===== src/common/chol_pkg.sv =====
`default_nettype none

package chol_pkg;

    // Matrix and number format
    // --------------------
    localparam int MAT_N     = 5;                       // Matrix order
    localparam int FRAC_BITS = 16;                      // Q16.16
    localparam int WORD_BITS = 32;
    localparam int NUM_ELEMS = MAT_N * (MAT_N + 1) / 2; // Lower triangle incl. diagonal

    // Iteration counts of the serial units
    localparam int SQRT_STEPS = (WORD_BITS + FRAC_BITS) / 2; // One root bit per step
    localparam int DIV_STEPS  = WORD_BITS + FRAC_BITS;       // One quotient bit per step

    typedef logic signed [WORD_BITS-1:0] q16_t;
    typedef logic [2:0]                  idx_t;  // Zero-based row or column

    // Lower triangle in row order: 11, 21, 22, 31, 32, 33, ... 55
    // elem[0] sits in the low word of flat
    typedef union packed {
        logic [NUM_ELEMS*WORD_BITS-1:0] flat;
        q16_t [NUM_ELEMS-1:0]           elem;
    } tri_mat_u;

    // Request to the dot-product unit
    // Result is base minus sum of L[row][k] * L[col][k] for k below col
    typedef struct packed {
        q16_t base;
        idx_t row;
        idx_t col;
    } dot_req_t;

    // Position of (row, col) in the packed triangle, row >= col
    function automatic logic [3:0] tri_idx(idx_t row, idx_t col);
        logic [4:0] r;
        logic [4:0] pos;
        r   = {2'b00, row};
        pos = ((r * (r + 5'd1)) >> 1) + {2'b00, col};
        return pos[3:0];
    endfunction

endpackage

`default_nettype wire


===== src/verilog/chol_dot.sv =====
`timescale 1ns/1ns
`default_nettype none

module chol_dot import chol_pkg::*; (
    input  logic     clk,
    input  logic     rst,
    input  logic     start,
    input  dot_req_t req,
    input  tri_mat_u l_cur,
    output logic     done,
    output q16_t     result
);

    q16_t acc;
    idx_t row;
    idx_t col;
    idx_t k;      // Running column index of the sum
    logic busy;

    q16_t                          l_ik;
    q16_t                          l_jk;
    logic signed [2*WORD_BITS-1:0] prod;

    // On the diagonal both reads hit the same element, so this is a square
    assign l_ik = l_cur.elem[tri_idx(row, k)];
    assign l_jk = l_cur.elem[tri_idx(col, k)];
    assign prod = l_ik * l_jk;

    // Control
    // --------------------
    always_ff @(posedge clk) begin
        if (rst) begin
            busy <= 1'b0;
            done <= 1'b0;
        end else begin
            done <= 1'b0;
            if (start) begin
                busy <= (req.col != 3'd0);
                done <= (req.col == 3'd0);  // Column 0 has nothing to subtract
            end else if (busy && (k == col - 3'd1)) begin
                busy <= 1'b0;
                done <= 1'b1;
            end
        end
    end

    // Accumulator
    // --------------------
    always_ff @(posedge clk) begin
        if (start) begin
            acc <= req.base;
            row <= req.row;
            col <= req.col;
            k   <= 3'd0;
        end else if (busy) begin
            acc <= acc - q16_t'(prod[FRAC_BITS +: WORD_BITS]);  // Truncated Q16.16 product
            k   <= k + 3'd1;
        end
    end

    assign result = acc;

endmodule

`default_nettype wire


===== config.mk =====
export PLATFORM = sky130hd
export DESIGN_NAME = chol_dot
export DESIGN_NICKNAME = d
export VERILOG_FILES = /design/src/common/chol_pkg.sv /design/src/verilog/chol_dot.sv
export SDC_FILE = /design/constraint.sdc
export NUM_CORES = 2
export LEC_CHECK = 0
export ABC_CLOCK_PERIOD_IN_PS = 46600
export BUFFER_PORTS_ARGS = -buffer_cell sky130_fd_sc_hd__buf_4
export CAP_MARGIN = 20
export CORE_UTILIZATION = 50
export CTS_CLUSTER_SIZE = 25
export DETAILED_ROUTE_END_ITERATION = 7
export PLACE_DENSITY = 0.68
export REMOVE_ABC_BUFFERS = 1
export SLEW_MARGIN = 25
export SYNTH_ARGS = -nofsm -noshare
export SYNTH_HDL_FRONTEND = slang
export SYNTH_SLANG_ARGS = --single-unit

===== constraint.sdc =====
create_clock -name clk -period 46.6 [get_ports clk]
set_clock_uncertainty 0.15 [all_clocks]
set_input_delay 6.99 -clock clk [delete_from_list [all_inputs] [get_ports clk]]
set_output_delay 6.99 -clock clk [all_outputs]
set_load 0.01 [all_outputs]

# Yosys cells after proc, flatten, opt, wreduce, memory -nomap -nowiden
# Cells that the tools add are included.
# word_totals
inputBits	521
reg_bits	43
# op_classes
n_eq_ne	1
mux	10
mul	3
n_addsub	7
n_reduce_logical	5
n_lt_le_gt_ge	2
# ops
operator	n
binary-select mux 32 bit (select 4 bit)	2
two-way mux 32 bit	4
multiplier 32 x 32 -> 48 bit	1
subtractor 32 bit	1
< comparator 4 x 5 -> 1 bit (second input constant)	2
multiplier 3 x 4 -> 5 bit	2
adder 3 x 1 -> 4 bit (second input constant)	2
adder 4 x 3 -> 4 bit	2
two-way mux 1 bit	4
nonzero test 2 bit	2
adder 3 x 1 -> 3 bit (second input constant)	1
equality test 3 bit	1
logical NOT 3 bit	1
nonzero test 3 bit	1
subtractor 3 x 1 -> 3 bit (second input constant)	1
logical AND 1 bit	1

# Depth between registers and ports, before layout
# depth
ltp_word	9
mapped_depth	64
depth_no_buf	57

# Least setup slack after synthesis
# No wires, ideal clock.
# synth_path
path_kind	input-to-reg
startpoint	in l_cur[171] (netlist bit)
endpoint	reg acc[30], in the netlist result[30], data pin
required_time_ns	46.190
path_stages	42
arrival_time_ns	17.006
slack_ns	29.185
setup_ns	0.260
cell_sequence	mux4_2 mux4_2 clkbuf_1 and2_1 fa_1 fa_1 fa_1 inv_1 fa_1 inv_1 fa_1 ha_1 fa_1 inv_1 fa_1 inv_1 ha_1 a21o_1 [... 6 more ...] o21a_1 o21a_1 nor2_1 xor2_1 ha_1 a21o_1 a21oi_1 nand2_1 a21oi_1 o21ai_0 a31oi_1 o211ai_1 a211oi_1 nor3_1 a2111oi_0 a21oi_1 xor2_1 mux2_2
# synth_between
elab_chain_len	6
elab_cells_between_ends	8
cone_classes	add/sub (1); mul (1); mux (6)
# synth_lines
item	line_no	source
from (decl)	chol_dot.sv:9	input tri_mat_u l_cur,
binary-select mux 32 bit (select 4 bit) (on tied branches)	chol_dot.sv:25, chol_dot.sv:26	
two-way mux 32 bit (on tied branches)	chol_dot.sv:25, chol_dot.sv:26	
multiplier 32 x 32 -> 48 bit *	chol_dot.sv:27	assign prod = l_ik * l_jk;
subtractor 32 bit *	chol_dot.sv:56	acc <= acc - q16_t'(prod[FRAC_BITS +: WORD_BITS]);
two-way mux 32 bit *	chol_dot.sv:55	end else if (busy) begin
two-way mux 32 bit *	chol_dot.sv:50	if (start) begin
to (signal assigned)	chol_dot.sv:51	acc <= req.base;
to (signal assigned)	chol_dot.sv:56	
to (decl)	chol_dot.sv:14	q16_t acc;
# Mark *: on every way between the ends. The rest lies on a longest branch, timed or not. The select of a mux whose other input is x is not followed.
# A chain may end at the register's enable or synchronous reset.

# Worst setup path after layout
# layout_path
startpoint	in l_cur[110] (netlist bit)
endpoint	reg acc[30], in the netlist result[30], data pin
# The elaborated chain is that of the path after synthesis.

==> impl_metrics.env <==
export IMPL_result_of_the_run="finished clean"
export IMPL_timing_hold_worst_endpoint="k[0]$_SDFFE_PP0P_"
export IMPL_setup_viol=0
export IMPL_cp_slowest_cell="mux4_2"
export IMPL_buffer_ports_inserted=553
export IMPL_hold_path_class="reg -> reg"
export IMPL_worstReg2RegStart="row[1]$_DFFE_PP_"
export IMPL_crit_path_max_incr_delay_ns=0.84
export IMPL_cp_most_frequent_cell="fa_1"
export IMPL_dr_pass1_iters=5
export IMPL_synth_avg_cell_area_um2=9.65
export IMPL_core_region_area_um2=79300
export IMPL_cts_num_sinks=43
export IMPL_grt_start_max_net_pins=132
export IMPL_postCtsSetupBuffers=0
export IMPL_placed_cells_incl_taps=5561
export IMPL_reg2reg_depth=55
export IMPL_antenna_found_initial=44
export IMPL_floorplan_die_area_um2=81400
export IMPL_total_gr_overflow=0
export IMPL_cts_buffers_inserted=5
export IMPL_floorplan_initialDensity=0.506
export IMPL_final_non_filler_cells=5601
export IMPL_syn_area_um2=40100
export IMPL_cts_root_to_sink_buffers=2
export IMPL_final_layout_size_suffix_gt1_frac=0.203
export IMPL_clk_pin_slew_ns=0.08
export IMPL_place_congestion=1.01
export IMPL_number_of_synthesized_register_bits=43
export IMPL_first_global_vias=35000
export IMPL_route_detailed_drc=0
export IMPL_synth_main_ff_cell="edfxtp_1"
export IMPL_synth_yosys_seq_area_share=0.0309
export IMPL_finalMaxSlewViolations=0
export IMPL_synth_warnings=0
export IMPL_finalCriticalPeriod_ns=18.78
export IMPL_routed_wire_length_per_instance_um=26.9
export IMPL_path_delay_family="adder cells"
export IMPL_num_io_pins=554
export IMPL_crit_reg2reg_capture="result[30]$_DFFE_PP_"
export IMPL_fmax_mhz=53.2
export IMPL_average_vias_per_placed_instance=5.92
export IMPL_cts_tree="built"
export IMPL_worst_path_buf_inv=6
export IMPL_cts_root_buf="clkbuf_16"
export IMPL_postSynth_asyncResetShare=0
export IMPL_netlist_top_cells_area="fa_1, mux4_2, inv_1, ha_1, and2_1"
export IMPL_netlist_area_leader_share=0.423
export IMPL_insertion_delay_ns=0.31
export IMPL_setup_worst_path_end_class="flip-flop"
export IMPL_drt_iter0_markers=2650
export IMPL_setup_ws_ns=27.82
export IMPL_placement_rows=103
export IMPL_hold_bufs_at_cts=0
export IMPL_max_cap_viol_count=0
export IMPL_fp_dieH_um=285
export IMPL_cts_repair_resizes=0
export IMPL_layout_worst_path_cycle_share=0.403
export IMPL_grt_pass1_wl_um=225000
export IMPL_dp_hpwl_um=122000
export IMPL_track_usage=0.380
export IMPL_syn_to_final_growth_pct=12.9
export IMPL_number_of_enable_type_register_cells_in_the_synthesized_netlist=38
export IMPL_arrival_ns=18.70
export IMPL_postRouteAntennaNets=0
export IMPL_report_final_hold_viol_count=0
export IMPL_min_delay_start="busy$_SDFFE_PP0P_"
export IMPL_cts_max_level=2
export IMPL_detailroute_via_count=33200
export IMPL_synthCells=4158
export IMPL_critical_path_class="in -> reg"
export IMPL_post_synth_top_area_cell="fa_1"
export IMPL_max_slew_worst_pin_slew_ns=1.03
export IMPL_post_route_util=0.571
export IMPL_fillCellCount=7048
export IMPL_reg2reg_slack_ns=29.00
export IMPL_timing_critical_path_required_ns=46.52
export IMPL_fin_setup_tns_ns=0
export IMPL_design_final_nets=6100
export IMPL_grt_setup_unrepaired="false"
export IMPL_yosys_cell_types_count=69
export IMPL_relSlewSlack=0.308
export IMPL_worst_path_max_fanout=28
export IMPL_preCtsSetupSlack_ns=27.49
export IMPL_setup_worst_path_start_class="primary input"
export IMPL_min_path_cells=2
export IMPL_dieWidth_um=285
export IMPL_detailed_route_wire_length_um=151000
## Yosys cell counts, types with 8 or more instances
master,number
nor3_1,16
xor2_1,34
clkbuf_1,185
or2_2,17
o21a_1,14
buf_2,34
nand2_1,493
inv_1,840
nand4_1,8
mux2i_1,36
nor2_1,190
buf_1,16
a21oi_1,89
nand3_1,36
and3_1,10
a31oi_1,45
a21o_1,39
nor2b_1,14
a221oi_1,8
o21ai_0,72
nand2b_1,35
fa_1,847
edfxtp_1,38
ha_1,214
and2_1,404
mux4_2,232
mux2_2,21
a221o_1,10
xnor2_1,69
## cells in the final DEF (no fill, tap or decap), drive strengths merged, types with 5 or more instances in the layout
cell    count
mux2       21
and2      404
mux2i      36
a221o      10
o211ai      6
dfxtp       5
a21oi      90
buf       599
o21a       14
diode      32
o21bai      6
a21o       39
mux4      235
nand2     493
xnor2      69
edfxtp     38
nand4      10
and3       10
inv       844
nor2      191
nand3      36
nand2b     35
o31ai       6
fa        847
a31oi      46
o21ai      72
nor3       16
or2        17
ha        214
xor2       35
nor2b      14
a211oi      6
a221oi     14
clkbuf      6
## cells by family (layout without fill, tap and decap cells)
kind of cell,Yosys count,after routing,share of synthesized area
AOI/OAI and AO/OA,329,329,0.0533
xor gates and xnor gates,107,107,0.0248
adders and majority gates,1061,1061,0.489
buffers and inverters,1089,1450,0.105
DFF,43,43,0.0309
muxes,292,292,0.147
other,0,32,0
and+or+nand+nor,1237,1237,0.150
## worst min-delay path, cell delays in order (launching register included)
cell and delay, ns:
dfxtp_1 0.37, xnor2_1 0.17, nor2_1 0.03
## worst max-delay path by stage
stage          depth (start not counted)        startpoint  slack, ns                    to
2_1_floorplan                         46  col[0]$_DFFE_PP_      26.19  result[30]$_DFFE_PP_
3_3_place_gp                          42        l_cur[292]      27.60  result[30]$_DFFE_PP_
3_5_place_dp                          42        l_cur[292]      27.49  result[30]$_DFFE_PP_
4_1_cts                               42        l_cur[292]      27.82  result[30]$_DFFE_PP_
5_1_grt                               42        l_cur[292]      27.32  result[30]$_DFFE_PP_
6_report                              43        l_cur[110]      27.82  result[30]$_DFFE_PP_
## metal layers
| metal | routed length (um) | global-route usage |
|---|---|---|
| met1 | 53700 | 0.460 |
| met2 | 67400 | 0.573 |
| met3 | 17900 | 0.132 |
| met4 | 11800 | 0.257 |
| met5 | 137 | 0 |
## state kept, by name, summed over array words and instances, names as in the netlist
signal  flops
busy        1
col         3
done        1
k           3
result     32
row         3
## area by class of cell
type	count	area (um2)	share of cell area
antenna	32	80.1	0.00177
clock buffer	6	150	0.00332
clock inverter	2	17.5	0.000387
inverter	843	3170	0.0700
multi-input combinational	3026	34800	0.769
sequential	43	1240	0.0274
tap	1050	1310	0.0290
timing repair buffer	599	4510	0.0996
## metrics by stage
step,area (um2),hold WS [ns]
after floorplan,39100,0.393
after global placement,45000,0.440
after detailed placement,45000,0.450
after CTS,45200,0.461
after global routing,45300,0.510
final,45300,0.462
Power is not shown: default switching activity piles up to over one toggle a cycle in this logic, so the estimate is an artifact.
