## src/common/chol_pkg.sv

```systemverilog
`default_nettype none

package chol_pkg;

    // Matrix and number format
    // --------------------
    localparam int MAT_N     = 5;                       // Matrix order
    localparam int FRAC_BITS = 16;                      // Q16.16
    localparam int WORD_BITS = 32;
    localparam int NUM_ELEMS = MAT_N * (MAT_N + 1) / 2; // Lower triangle incl. diagonal

    // Iteration counts of the serial units
    localparam int SQRT_STEPS = (WORD_BITS + FRAC_BITS) / 2; // One root bit per step
    localparam int DIV_STEPS  = WORD_BITS + FRAC_BITS;       // One quotient bit per step

    typedef logic signed [WORD_BITS-1:0] q16_t;
    typedef logic [2:0]                  idx_t;  // Zero-based row or column

    // Lower triangle in row order: 11, 21, 22, 31, 32, 33, ... 55
    // elem[0] sits in the low word of flat
    typedef union packed {
        logic [NUM_ELEMS*WORD_BITS-1:0] flat;
        q16_t [NUM_ELEMS-1:0]           elem;
    } tri_mat_u;

    // Request to the dot-product unit
    // Result is base minus sum of L[row][k] * L[col][k] for k below col
    typedef struct packed {
        q16_t base;
        idx_t row;
        idx_t col;
    } dot_req_t;

    // Position of (row, col) in the packed triangle, row >= col
    function automatic logic [3:0] tri_idx(idx_t row, idx_t col);
        logic [4:0] r;
        logic [4:0] pos;
        r   = {2'b00, row};
        pos = ((r * (r + 5'd1)) >> 1) + {2'b00, col};
        return pos[3:0];
    endfunction

endpackage

`default_nettype wire

```

## src/arith/fix_sqrt.sv

```systemverilog
`timescale 1ns/1ns
`default_nettype none

module fix_sqrt import chol_pkg::*; (
    input  logic clk,
    input  logic rst,
    input  logic start,
    input  q16_t operand,
    output logic done,
    output q16_t result
);

    logic [2*SQRT_STEPS-1:0] rad;       // Radicand, consumed two bits per step
    logic [SQRT_STEPS+1:0]   rem;
    logic [SQRT_STEPS-1:0]   root;
    logic [4:0]              cnt;
    logic                    busy;

    logic [2*SQRT_STEPS-1:0] cur_rad;
    logic [SQRT_STEPS+1:0]   cur_rem;
    logic [SQRT_STEPS-1:0]   cur_root;
    logic [SQRT_STEPS+1:0]   rem_sh;
    logic [SQRT_STEPS+1:0]   trial;
    logic                    fits;

    // One restoring step, seeded from the operand on start
    always_comb begin
        if (start) begin
            cur_rad  = operand[WORD_BITS-1] ? '0 : {operand, {FRAC_BITS{1'b0}}};  // Negative -> 0
            cur_rem  = '0;
            cur_root = '0;
        end else begin
            cur_rad  = rad;
            cur_rem  = rem;
            cur_root = root;
        end
        rem_sh = {cur_rem[SQRT_STEPS-1:0], cur_rad[2*SQRT_STEPS-1 -: 2]};
        trial  = {cur_root, 2'b01};  // 4q + 1
        fits   = (rem_sh >= trial);
    end

    always_ff @(posedge clk) begin
        if (rst) begin
            busy <= 1'b0;
            done <= 1'b0;
            cnt  <= '0;
        end else begin
            done <= 1'b0;
            if (start) begin
                busy <= 1'b1;
                cnt  <= 5'd1;  // First step runs on the start edge
            end else if (busy) begin
                cnt <= cnt + 5'd1;
                if (cnt == 5'(SQRT_STEPS - 1)) begin
                    busy <= 1'b0;
                    done <= 1'b1;
                end
            end
        end
    end

    always_ff @(posedge clk) begin
        if (start || busy) begin
            rad  <= {cur_rad[2*SQRT_STEPS-3:0], 2'b00};
            rem  <= fits ? rem_sh - trial : rem_sh;
            root <= {cur_root[SQRT_STEPS-2:0], fits};
        end
    end

    assign result = {{(WORD_BITS - SQRT_STEPS){1'b0}}, root};

endmodule

`default_nettype wire

```

## config.mk

```make
export PLATFORM = sky130hd
export DESIGN_NAME = fix_sqrt
export DESIGN_NICKNAME = d
export VERILOG_FILES = /design/src/common/chol_pkg.sv /design/src/arith/fix_sqrt.sv
export SDC_FILE = /design/constraint.sdc
export NUM_CORES = 1
export LEC_CHECK = 0
export CAP_MARGIN = 10
export CORE_ASPECT_RATIO = 0.8
export CORE_MARGIN = 5
export CORE_UTILIZATION = 39
export DETAILED_ROUTE_END_ITERATION = 7
export DONT_BUFFER_PORTS = 1
export MAX_ROUTING_LAYER = met4
export PLACE_DENSITY_LB_ADDON = 0.05
export SLEW_MARGIN = 20
export SYNTH_ARGS = -nofsm -noshare
export SYNTH_HDL_FRONTEND = slang
export SYNTH_SLANG_ARGS = --single-unit
export TNS_END_PERCENT = 10
```

## constraint.sdc

```tcl
create_clock -name clk -period 7.05 [get_ports clk]
set_clock_uncertainty 0.2 [all_clocks]
set_input_delay 0.705 -clock clk [delete_from_list [all_inputs] [get_ports clk]]
set_output_delay 0.705 -clock clk [all_outputs]
set_load 0.01 [all_outputs]
```

# --- Word level (Yosys, flattened, before mapping) ---
# Index checks and enable logic that the tools add are counted.
classes:
  magnitude_cmp: 1
  add_sub_neg: 2
  eq_ne: 1
  n_reduce_logical: 4
  mux: 11
  bitwise_logic: 1
ops:
  columns: ["operator", "count"]
  rows:
  - ["24-bit 2-to-1 mux", 3]
  - ["48-bit 2-to-1 mux", 1]
  - ["47-bit 2-to-1 mux", 1]
  - ["26-bit >= comparator", 1]
  - ["24-bit subtractor", 1]
  - ["1-bit 2-to-1 mux", 6]
  - ["5-bit by 1-bit adder with 5-bit output (second input constant)", 1]
  - ["5-bit equality test (second input constant)", 1]
  - ["3-bit OR reduction", 1]
  - ["2-bit nonzero test", 1]
  - ["2-bit OR reduction", 1]
  - ["1-bit logical OR", 1]
  - ["1-bit NOT", 1]
totals:
  out_inout_bits: 33
  regBits: 101
  in_bits: 35

# --- Longest topological paths before layout ---
# Gate-level depths: netlist of the first run.
depth:
  word_depth: 4
  mapped_depth: 16
  ltp_nobuf: 13

# --- Worst setup path before layout of the first run ---
# OpenSTA, ideal clock, no wires.
synth_timing:
  kind: "input to register"
  start: "in start"
  end: "reg rem[2] (data pin)"
  arrival_time_ns: 3.664
  setup_time_ns: 0.260
  path_slack_ns: 2.926
  cell_stages: 15
  path_buffers: 4
  path_cell_list: "buf_2 > inv_1 > clkbuf_1 > clkbuf_1 > nand2_1 > ha_1 > and2b_1 > o31ai_2 > a2111oi_4 > o211ai_1 > nand2_1 > a41oi_2 > buf_6 > inv_4 > mux2_4"
synth_between:
  elab_chain_len: 3
synth_rtl:
  columns: ["element", "line_no", "source"]
  rows:
  - ["from (decl)", "fix_sqrt.sv:7", "input logic start,"]
  - ["48-bit 2-to-1 mux or 24-bit 2-to-1 mux (tied branches)", "fix_sqrt.sv:28", "if (start) begin"]
  - ["26-bit >= comparator *", "fix_sqrt.sv:39", "fits = (rem_sh >= trial);"]
  - ["net fits", "fix_sqrt.sv:24", "logic fits;"]
  - ["24-bit 2-to-1 mux *", "fix_sqrt.sv:65", "rem <= fits ? rem_sh - trial : rem_sh;"]
  - ["to (signal assigned)", "fix_sqrt.sv:65", null]
  - ["to (decl)", "fix_sqrt.sv:14", "logic [SQRT_STEPS+1:0] rem;"]
# The timed path passes the listed nets; every way through them passes the cells marked *.
# A chain may end at the register's enable or synchronous reset.

# --- Worst setup path after layout of the first run ---
layout_timing:
  start: "in start"
  end: "reg rem[6] (data pin)"
layout_between:
  elab_chain_len: 3
layout_rtl:
  columns: ["element", "line_no"]
  rows:
  - ["48-bit 2-to-1 mux or 24-bit 2-to-1 mux (tied branches)", "fix_sqrt.sv:28"]
  - ["24-bit subtractor or 26-bit >= comparator (tied branches)", "fix_sqrt.sv:65, fix_sqrt.sv:39"]
  - ["24-bit 2-to-1 mux *", "fix_sqrt.sv:65"]
# Mark *: on every way between the ends. The rest lies on a longest branch, timed or not.

==> results of run 1 <==
==> registers in the layout (all words and copies together), names as in the netlist <==
name	cells
cnt	5
rem	24
busy	1
done	1
root	24
rad	30
==> through the flow <==
| step | utilization, % | total power (W) | instance area (sq um) | cells | setup slack, ns |
|---|---|---|---|---|---|
| floorplan | - | 0.00150 | 5140 | 495 | 2.93 |
| global placement | 40.7 | 0.00167 | 5240 | 644 | 2.15 |
| detailed placement | 40.7 | 0.00167 | 5240 | 644 | 2.13 |
| CTS | 43.0 | 0.00216 | 5530 | 660 | 2.50 |
| global route | 43.0 | 0.00229 | 5540 | 660 | 2.18 |
| finish | 43.0 | 0.00214 | 5540 | 660 | 2.49 |
==> Yosys cell counts (2+ instances only) <==
cell type	count
a211oi_1	4
a21o_1	11
a21oi_1	21
a22o_1	29
a31oi_1	3
and2_1	7
and3_1	3
buf_1	3
buf_2	2
buf_4	11
clkbuf_1	11
dfxtp_1	7
edfxtp_1	78
ha_1	26
inv_1	30
mux2_4	3
mux2i_1	5
nand2_1	55
nand2b_1	2
nand3_1	6
nand4_1	6
nor2_1	25
nor2b_1	25
nor3_1	13
nor4_1	2
o211ai_1	3
o21a_1	7
o21ai_0	19
o21bai_1	3
o31ai_1	3
or2_2	5
or3_1	2
xnor2_1	10
xor2_1	11
==> layer usage <==
metal / part of all wire, % / wire [um]
met3: 4.7 / 534
met5: 0 / 0
met4: 1.6 / 180
met2: 45 / 5060
met1: 49 / 5520
==> worst min-delay path by stage <==
stage | endpoint | slack, ns
after floorplan | done | 0.27
after global placement | done | 0.29
after detailed placement | done | 0.31
after CTS | cnt[0] | 0.21
after global routing | busy | 0.21
final | cnt[0] | 0.23
==> cell type report <==
| cell class | count | area, sq um |
|---|---|---|
| fillers | 1283 | 7330 |
| flip-flops and latches | 85 | 2480 |
| multi-input cells | 350 | 2400 |
| clock buffers | 10 | 229 |
| well taps | 175 | 219 |
| inverters | 31 | 119 |
| clock inverters | 6 | 63.8 |
| repair buffers | 3 | 22.5 |
==> cells by family (layout without fill, tap and decap cells) <==
logic type / after synthesis / count (layout)
fa+ha+maj: 26 / 26
buf+inv: 60 / 50
simple gates: 163 / 163
compound gates: 124 / 124
flops: 85 / 85
xor+xnor: 21 / 21
other cells: 1 / 8
mux: 8 / 8
==> where the power goes <==
group	total (W)	internal [W]	switching, W
clock	0.000477	0.000274	0.000203
sequential	0.000773	0.000709	0.0000631
combinational	0.000889	0.000388	0.000501
==> worst reg2reg max path: cells and delay by family (launching register included) <==
family	cells	cell delay, ns
AOI/OAI and AO/OA	6	1.78
adders and majority gates	1	0.42
buffers and inverters	1	0.36
DFF	1	0.42
and+or+nand+nor	3	0.50
==> results.txt, run 1 <==
clk_lat worst skew: 0.35 ns
Slew @ Worst Pin: 0.828 ns
period utilization: 64.7%
largest net degree at the start of global routing: 55
first-pass GRT wire length: 18100 um
Synth cell types: 71
Root Buffer: clkbuf_16
Max Clk Rate: 0.219 GHz
ANT nets after route: 0
hold slack: 0.226 ns
Buf/Inv on CP: 3
top cells by area, synth: edfxtp_1 46%, ha_1 6.4%, a22o_1 5.0%
H-tree depth: 3
Vias/cell: 5.31
area share of the largest cell type after synthesis: 45.8%
CORE AREA: 0.0129 sq mm
largest family of logic cells by synthesized area: compound AO/OA/AOI/OAI gates
CTS tree: yes
DRC: 0
CTS sink cnt: 85
layout cells sized above 1: 7.63%
chip height: 112 um
busiest grt layer: met2
worst path cell trace: inv_2 > buf_4 > nand2_1 > ha_1 > o31ai_2 > a2111oi_4 > o211ai_1 > nand2_1 > a41oi_4 > buf_4 > a21oi_1 > a211o_1
routed length per instance: 17.1 um
post-CTS setup buffers: 0
fin. max-slew vios: 0
critical path capture point type: flip-flop
Worst VDD drop: 0.000186 V
synthesized flop and latch total: 85
Critical Path Stages: 12
slowest CP cell: a41oi_4
main flop type after synthesis: edfxtp_1
hold buffer count at CTS: 0
Worst EP required: 6.95 ns
Max FO, Critical Path: 54
DP Wirelength: 7840 um
sequential area share after synthesis: 48.5%
diodes inserted: 0
CP startpoint: start
reg2reg start: root[0]
GPL Wtd Cong: 0.815
Ports: 68
Hold Path Origin: rst
endpoints failing hold: 0
WS Path Type: primary input to flip-flop
Die Wd: 138 um
max incr delay on CP: 0.66 ns
unrepaired setup endpoints after global routing: false
Worst R2R Path Depth: 11
CP startpoint kind: primary input
CTS Buffer Depth: 2
Post-Syn Area per Cell: 10.5 sq um
terminus of the critical flop-to-flop path: rem[6]
drt total wl: 11300 um
Syn Std Cell Area: 0.00512 sq mm
area grow syn2layout: 8.22%
Overflow after GRT: 0
Synth Area in Simple Gates: 16.1%
EDFF count, synth: 78
final net count: 541
drt pass-1 iters: 4
Hold Crit Class: primary input to flip-flop
post-synthesis mux area share: 1.86%
Post-CTS Resized: 0
Setup TNS Final: 0 ns
Critical Path Sink: rem[6]
gr usage total: 14.9%
initial antenna violation count: 0
Synth area leader: edfxtp_1
drt initial violations: 217
Worst Hold Depth: 1
Async SR Flop Fraction: 0%
input/output buffers: 0
Leakage: 2.27 nW
via count: 3502
die area: 0.0155 sq mm
relative slew slack: 44.7%
internal reg-to-reg setup slack: 3.14 ns
met3 GRT Util: 4.51%
CTS Buf Count: 9
vias in the first global route: 3469
M1 GR Usage: 19.2%
row cnt: 37
Power Density: 386 mW/mm^2
commonest non-fill, non-tap cells in the layout: 78 x edfxtp_1, 55 x nand2_1, 29 x inv_1, 29 x a22o_1, 26 x ha_1
Starting Density: 39.8%
Ys Warns: 0
Max-Cap Viols: 0
post-synthesis adder-cell area fraction: 6.36%
Clock transition at path regs: 0.06 ns
CP arrival: 4.46 ns
XOR/XNOR share of the synthesized area: 3.60%
min cycle time layout: 4.56 ns
status: finished clean
commonest non-fill, non-tap cell in the layout: edfxtp_1
GR Util met2: 22.7%
Compound-Gate Fraction of Synth Area: 18.0%
cell count after synthesis: 488
Top delay family on crit path: compound AO/OA/AOI/OAI gates
Setup violations, final: 0
Note: power is estimated with default switching activity, not from simulation.
==> run 2: changes to the inputs <==
ABC_AREA = 1   (was unset)
clock period = 4 ns   (was 7.05 ns; I/O delays follow)
==> run 2 against run 1 <==
Compared with the run above:
- combinational power grew 120%
- first-iteration DRC count grew 55%
- sequential power grew 73%
- register-to-register slack lost 2.2 ns
==> results.txt, run 2 <==
Clock transition at path regs: 0.07 ns
EDFF count, synth: 78
Post-CTS Resized: 0
top cells by area, synth: edfxtp_1 41%, nand2_1 15%, inv_1 8.0%
hold path endpoint: rad[46]
Largest register FFs: 30
Leakage: 3.07 nW
busiest grt layer: met1
CP arrival: 3.02 ns
reg2reg start: root[1]
CTS Buffer Depth: 2
H-tree depth: 3
gr usage total: 16.7%
most used cell, CP: nand2_1
final net count: 795
status: finished clean
GPL Wtd Cong: 0.951
biggest regs: rad (30), rem (24), root (24)
Hold Crit Class: primary input to flip-flop
diodes inserted: 0
post-route cell area: 0.00618 sq mm
Max FO, Critical Path: 55
most frequent cells after synthesis: 235 x nand2_1, 123 x inv_1, 78 x edfxtp_1, 78 x nand3_1, 56 x nor2_1
Setup TNS Final: 0 ns
initial antenna violation count: 0
Top delay family on crit path: simple AND/OR/NAND/NOR gates
drt total wl: 13900 um
period utilization: 78.3%
clk_lat worst skew: 0.35 ns
Worst EP required: 3.89 ns
CP startpoint kind: primary input
commonest non-fill, non-tap cell in the layout: nand2_1
Max-Cap Viols: 0
count leader, synth: nand2_1
internal reg-to-reg setup slack: 0.91 ns
DRC: 0
unrepaired setup endpoints after global routing: false
Worst R2R Path Depth: 15
Setup violations, final: 0
min cycle time layout: 3.13 ns
fin. max-slew vios: 0
CTS sink cnt: 85
sequential area share after synthesis: 43.1%
area grow syn2layout: 7.46%
synthesized flop and latch total: 85
area share of the largest cell type after synthesis: 40.7%
drt initial violations: 336
chip height: 119 um
Power Density: 685 mW/mm^2
Die Wd: 146 um
Reg with most FFs: rad
met3 GRT Util: 4.44%
CORE AREA: 0.0144 sq mm
DP Wirelength: 10300 um
Overflow after GRT: 0
Starting Density: 40.0%
hold buffer count at CTS: 1
Ys Warns: 0
Worst VDD drop: 0.000287 V
first-pass GRT wire length: 22600 um
Cell Count, Final, Fillers Out: 923
M1 GR Usage: 24.5%
area post-placement: 0.00585 sq mm
max incr delay on CP: 0.41 ns
GR Util met2: 22.3%
worst path cell trace: inv_4 > nand2_1 > ha_1 > nand2_1 > nor2_1 > nand2_1 > nand3_1 > nand2_1 > nand2_2 > nand2_2 > nand2_4 > nand3_4 > nand2_8 > o21ai_1
CTS tree: yes
post-CTS setup buffers: 0
Ports: 68
Post-Syn Area per Cell: 7.77 sq um
drt pass-1 iters: 4
Slew @ Worst Pin: 0.534 ns
endpoints failing hold: 0
ANT nets after route: 0
routed length per instance: 15.1 um
Layout fillers: 1459
cell count after synthesis: 741
Buf/Inv on CP: 1
Syn Std Cell Area: 0.00576 sq mm
Hold Path Origin: operand[28]
terminus of the critical flop-to-flop path: rem[4]
via count: 4549
CTS Buf Count: 9
Async SR Flop Fraction: 0%
vias in the first global route: 4370
Worst Hold Depth: 2
Synth cell types: 37
Vias/cell: 4.93
critical path capture point type: flip-flop
commonest non-fill, non-tap cells in the layout: 235 x nand2_1, 122 x inv_1, 78 x nand3_1, 78 x edfxtp_1, 56 x nor2_1
layout cells sized above 1: 6.50%
Layout Utilization: 43.0%
relative slew slack: 64.1%
Inst Count DP: 906
overall power: 0.00424 W
largest net degree at the start of global routing: 56
WS Path Type: primary input to flip-flop
main flop type after synthesis: edfxtp_1
input/output buffers: 0
Max Clk Rate: 0.319 GHz
slowest CP cell: ha_1
Root Buffer: clkbuf_16
Synth area leader: edfxtp_1
die area: 0.0173 sq mm
row cnt: 39
CP startpoint: start
run 2: cell types whose count changed after synthesis, sizes merged, moves of 9 or more:
cell / previous run / this run
a22o: 29 / 0
nand2: 55 / 241
o21ai: 21 / 12
inv: 31 / 124
nor2: 25 / 60
a21o: 11 / 0
nor2b: 25 / 0
nand3: 6 / 90
nand4: 6 / 15
run 2: cell type report:
class / count / area, sq um / share of cell area, %
multi-input cells: 509 / 2640 / 42.7
flip-flops and latches: 85 / 2480 / 40.1
inverters: 124 / 469 / 7.59
well taps: 184 / 230 / 3.72
clock buffers: 10 / 229 / 3.70
clock inverters: 6 / 95.1 / 1.54
repair buffers: 5 / 40.0 / 0.647
run 2: cell families after synthesis:
group	share of synthesized area (%)
xor gates and xnor gates	2.43
adders and majority gates	5.65
other	0.0652
buffers and inverters	11.5
DFF	43.1
AOI/OAI and AO/OA	4.63
and+or+nand+nor	32.6
run 2: worst max-delay path by stage:
stage                          to  slack (ns)  cells past startpoint
after floorplan           rem[22]        0.89                     17
final                      rem[4]        0.87                     14
after global placement     rem[4]        0.54                     14
after detailed placement   rem[4]        0.52                     10
after CTS                  rem[4]        0.87                     10
after global routing       rem[4]        0.56                     11
run 2: metal layers:
metal / up-vias / share of wire (%)
li1: 2361 / -
met1: 2074 / 54
met2: 100 / 39
met3: 14 / 5.9
met4: 0 / 1.4
met5: - / 0
run 2: worst register-to-register path, cell delays in order (launching register included):
cell      delay [ns]
edfxtp_1        0.47
inv_1           0.09
nor2_1          0.12
inv_1           0.06
ha_1            0.32
nand2_1         0.09
nor2_1          0.09
nand2_1         0.06
nand3_1         0.20
nand2_1         0.11
nand2_2         0.09
nand2_2         0.10
nand2_4         0.10
nand3_4         0.23
nand2_8         0.35
o21ai_1         0.16
run 2: where the power goes:
group / switching [W] / internal, W
sequential: 0.0000926 / 0.00125
combinational: 0.00132 / 0.000647
clock: 0.000369 / 0.000554
total: 0.00179 / 0.00245
run 2: stage by stage:
| stage | hold slack [ns] | worst slack (ns) |
|---|---|---|
| floorplan | 0.247 | 0.892 |
| global placement | 0.269 | 0.537 |
| detailed placement | 0.274 | 0.525 |
| CTS | 0.0309 | 0.869 |
| global route | 0.0389 | 0.559 |
| finish | 0.0575 | 0.869 |
==> run 3: changes to the inputs <==
clock period = 2.9 ns   (was 4 ns; I/O delays follow)
==> run 3 against run 2 <==
Compared with the run above:
- via count increased by 4.8%
- sequential share of layout area decreased by 2.5 points
- count of clock-buffer cells in the layout decreased by 1
==> results.txt, run 3 (synthesized netlist as in run 2, its figures left out) <==
status: finished clean
ANT nets after route: 0
commonest non-fill, non-tap cell in the layout: nand2_1
Largest register FFs: 30
unrepaired setup endpoints after global routing: false
die area: 0.0173 sq mm
Inst Count DP: 919
row cnt: 39
diodes inserted: 0
Multi-input gate area: 0.00264 sq mm
CP arrival: 2.57 ns
Setup violations, final: 0
CP startpoint kind: flip-flop
DRC: 0
Leakage: 3.26 nW
Overflow after GRT: 0
first-pass GRT wire length: 24200 um
worst setup margin: 0.220 ns
Gate power share: 48.6%
relative slew slack: 64.6%
layout cells sized above 1: 7.92%
Worst EP required: 2.80 ns
largest net degree at the start of global routing: 79
Hold Path Origin: start
drt pass-1 iters: 5
initial antenna violation count: 0
Clock transition at path regs: 0.06 ns
H-tree depth: 3
fin. max-slew vios: 0
flip-flop and latch area: 0.00248 sq mm
Top delay family on crit path: simple AND/OR/NAND/NOR gates
drt total wl: 14700 um
Layout fillers: 1429
CP startpoint: root[18]
Power Density: 888 mW/mm^2
Max-Cap Viols: 0
max incr delay on CP: 0.41 ns
Buf/Inv on CP: 2
DP Wirelength: 10400 um
Max FO, Critical Path: 15
routed length per instance: 15.2 um
critical path capture point type: flip-flop
Max Clk Rate: 0.373 GHz
Reg with most FFs: rad
Root Buffer: clkbuf_16
worst path cell trace: nand2_1 > ha_1 > nand2_1 > nor2_1 > inv_1 > nor4_1 > nand3_4 > buf_4 > nand3_1 > nand2_1
via count: 4768
overall power: 0.00587 W
chip height: 119 um
CTS Buf Count: 9
Sw Ratio: 42.3%
min cycle time layout: 2.68 ns
Setup Slack @ Placement: 0.122 ns
input/output buffers: 0
CORE AREA: 0.0144 sq mm
Die Wd: 146 um
CTS Buffer Depth: 2
Setup TNS Final: 0 ns
Cell Count, Final, Fillers Out: 967
period utilization: 92.4%
biggest regs: rad (30), rem (24), root (24)
Worst VDD drop: 0.000330 V
clk_lat worst skew: 0.34 ns
Vias/cell: 4.93
sequential share of power: 31.5%
NetSw: 0.00248 W
Internal: 0.00339 W
gr usage total: 17.8%
final net count: 839
Ports: 68
slowest CP cell: nor4_1
Hold Crit Class: primary input to flip-flop
reg2reg start: root[18]
area grow syn2layout: 14.7%
endpoints failing hold: 0
Slew @ Worst Pin: 0.526 ns
Post-CTS Resized: 0
drt initial violations: 360
CTS sink cnt: 85
CTS tree: yes
Clock power frac: 20.0%
Starting Density: 40.0%
commonest non-fill, non-tap cells in the layout: 235 x nand2_1, 122 x inv_1, 78 x nand3_1, 78 x edfxtp_1, 56 x nor2_1
vias in the first global route: 4755
WS Path Type: flip-flop to flip-flop
most used cell, CP: nand2_1
GPL Wtd Cong: 0.923
-- run 3: changes by cell type in the layout (fill, tap and decap cells not counted), sizes merged --
cell         delta
bufinv          -1
clkinv          +2
clkbuf          -1
buf            +14
dlygate4sd3    +30
-- run 3: routing by layer --
metal  wire length (um)  vias to the layer above  GRT usage [%]
met2               6200                      110           25.7
met4                131                        0           4.39
met3                755                       11           4.06
li1                   -                     2439              -
met5                  0                        -              -
met1               7590                     2208           25.4
-- run 3: worst paths after layout --
path | end | depth (start not counted) | slack [ns]
worst max-delay path | rem[18] | 10 | 0.22
worst min-delay path | busy | 2 | 0.05
worst max register to register | rem[18] | 10 | 0.22
worst min register to register | done | 2 | 0.29
-- run 3: repair_timing --
item,CTS,global route
buffers inserted,0,0
endpoints found under the hold margin,37,0
hold buffers,32,0
-- run 3: layout make-up --
type,instances,area share (%)
Inverter,124,7.14
Timing Repair Buffer,49,7.31
Tap cell,184,3.49
Multi-Input combinational cell,509,40.0
Clock buffer,9,3.41
Clock inverter,7,1.10
Sequential cell,85,37.6
-- run 3: power by group through the flow --
stage	sequential, W	combinational [W]	clock [W]
after floorplan	0.00184	0.00221	0
after global placement	0.00187	0.00278	0
after detailed placement	0.00187	0.00278	0
after CTS	0.00185	0.00284	0.00122
after global routing	0.00188	0.00324	0.00126
final	0.00185	0.00285	0.00117
-- run 3: metrics by stage --
stage | util, % | cell area (sq um) | hold slack, ns
final | 45.9 | 6600 | 0.0535
after global routing | 45.9 | 6600 | 0.0758
after CTS | 45.9 | 6600 | 0.0393
after detailed placement | 41.5 | 5980 | 0.163
after global placement | 41.5 | 5980 | 0.162
after floorplan | - | 5790 | 0.159
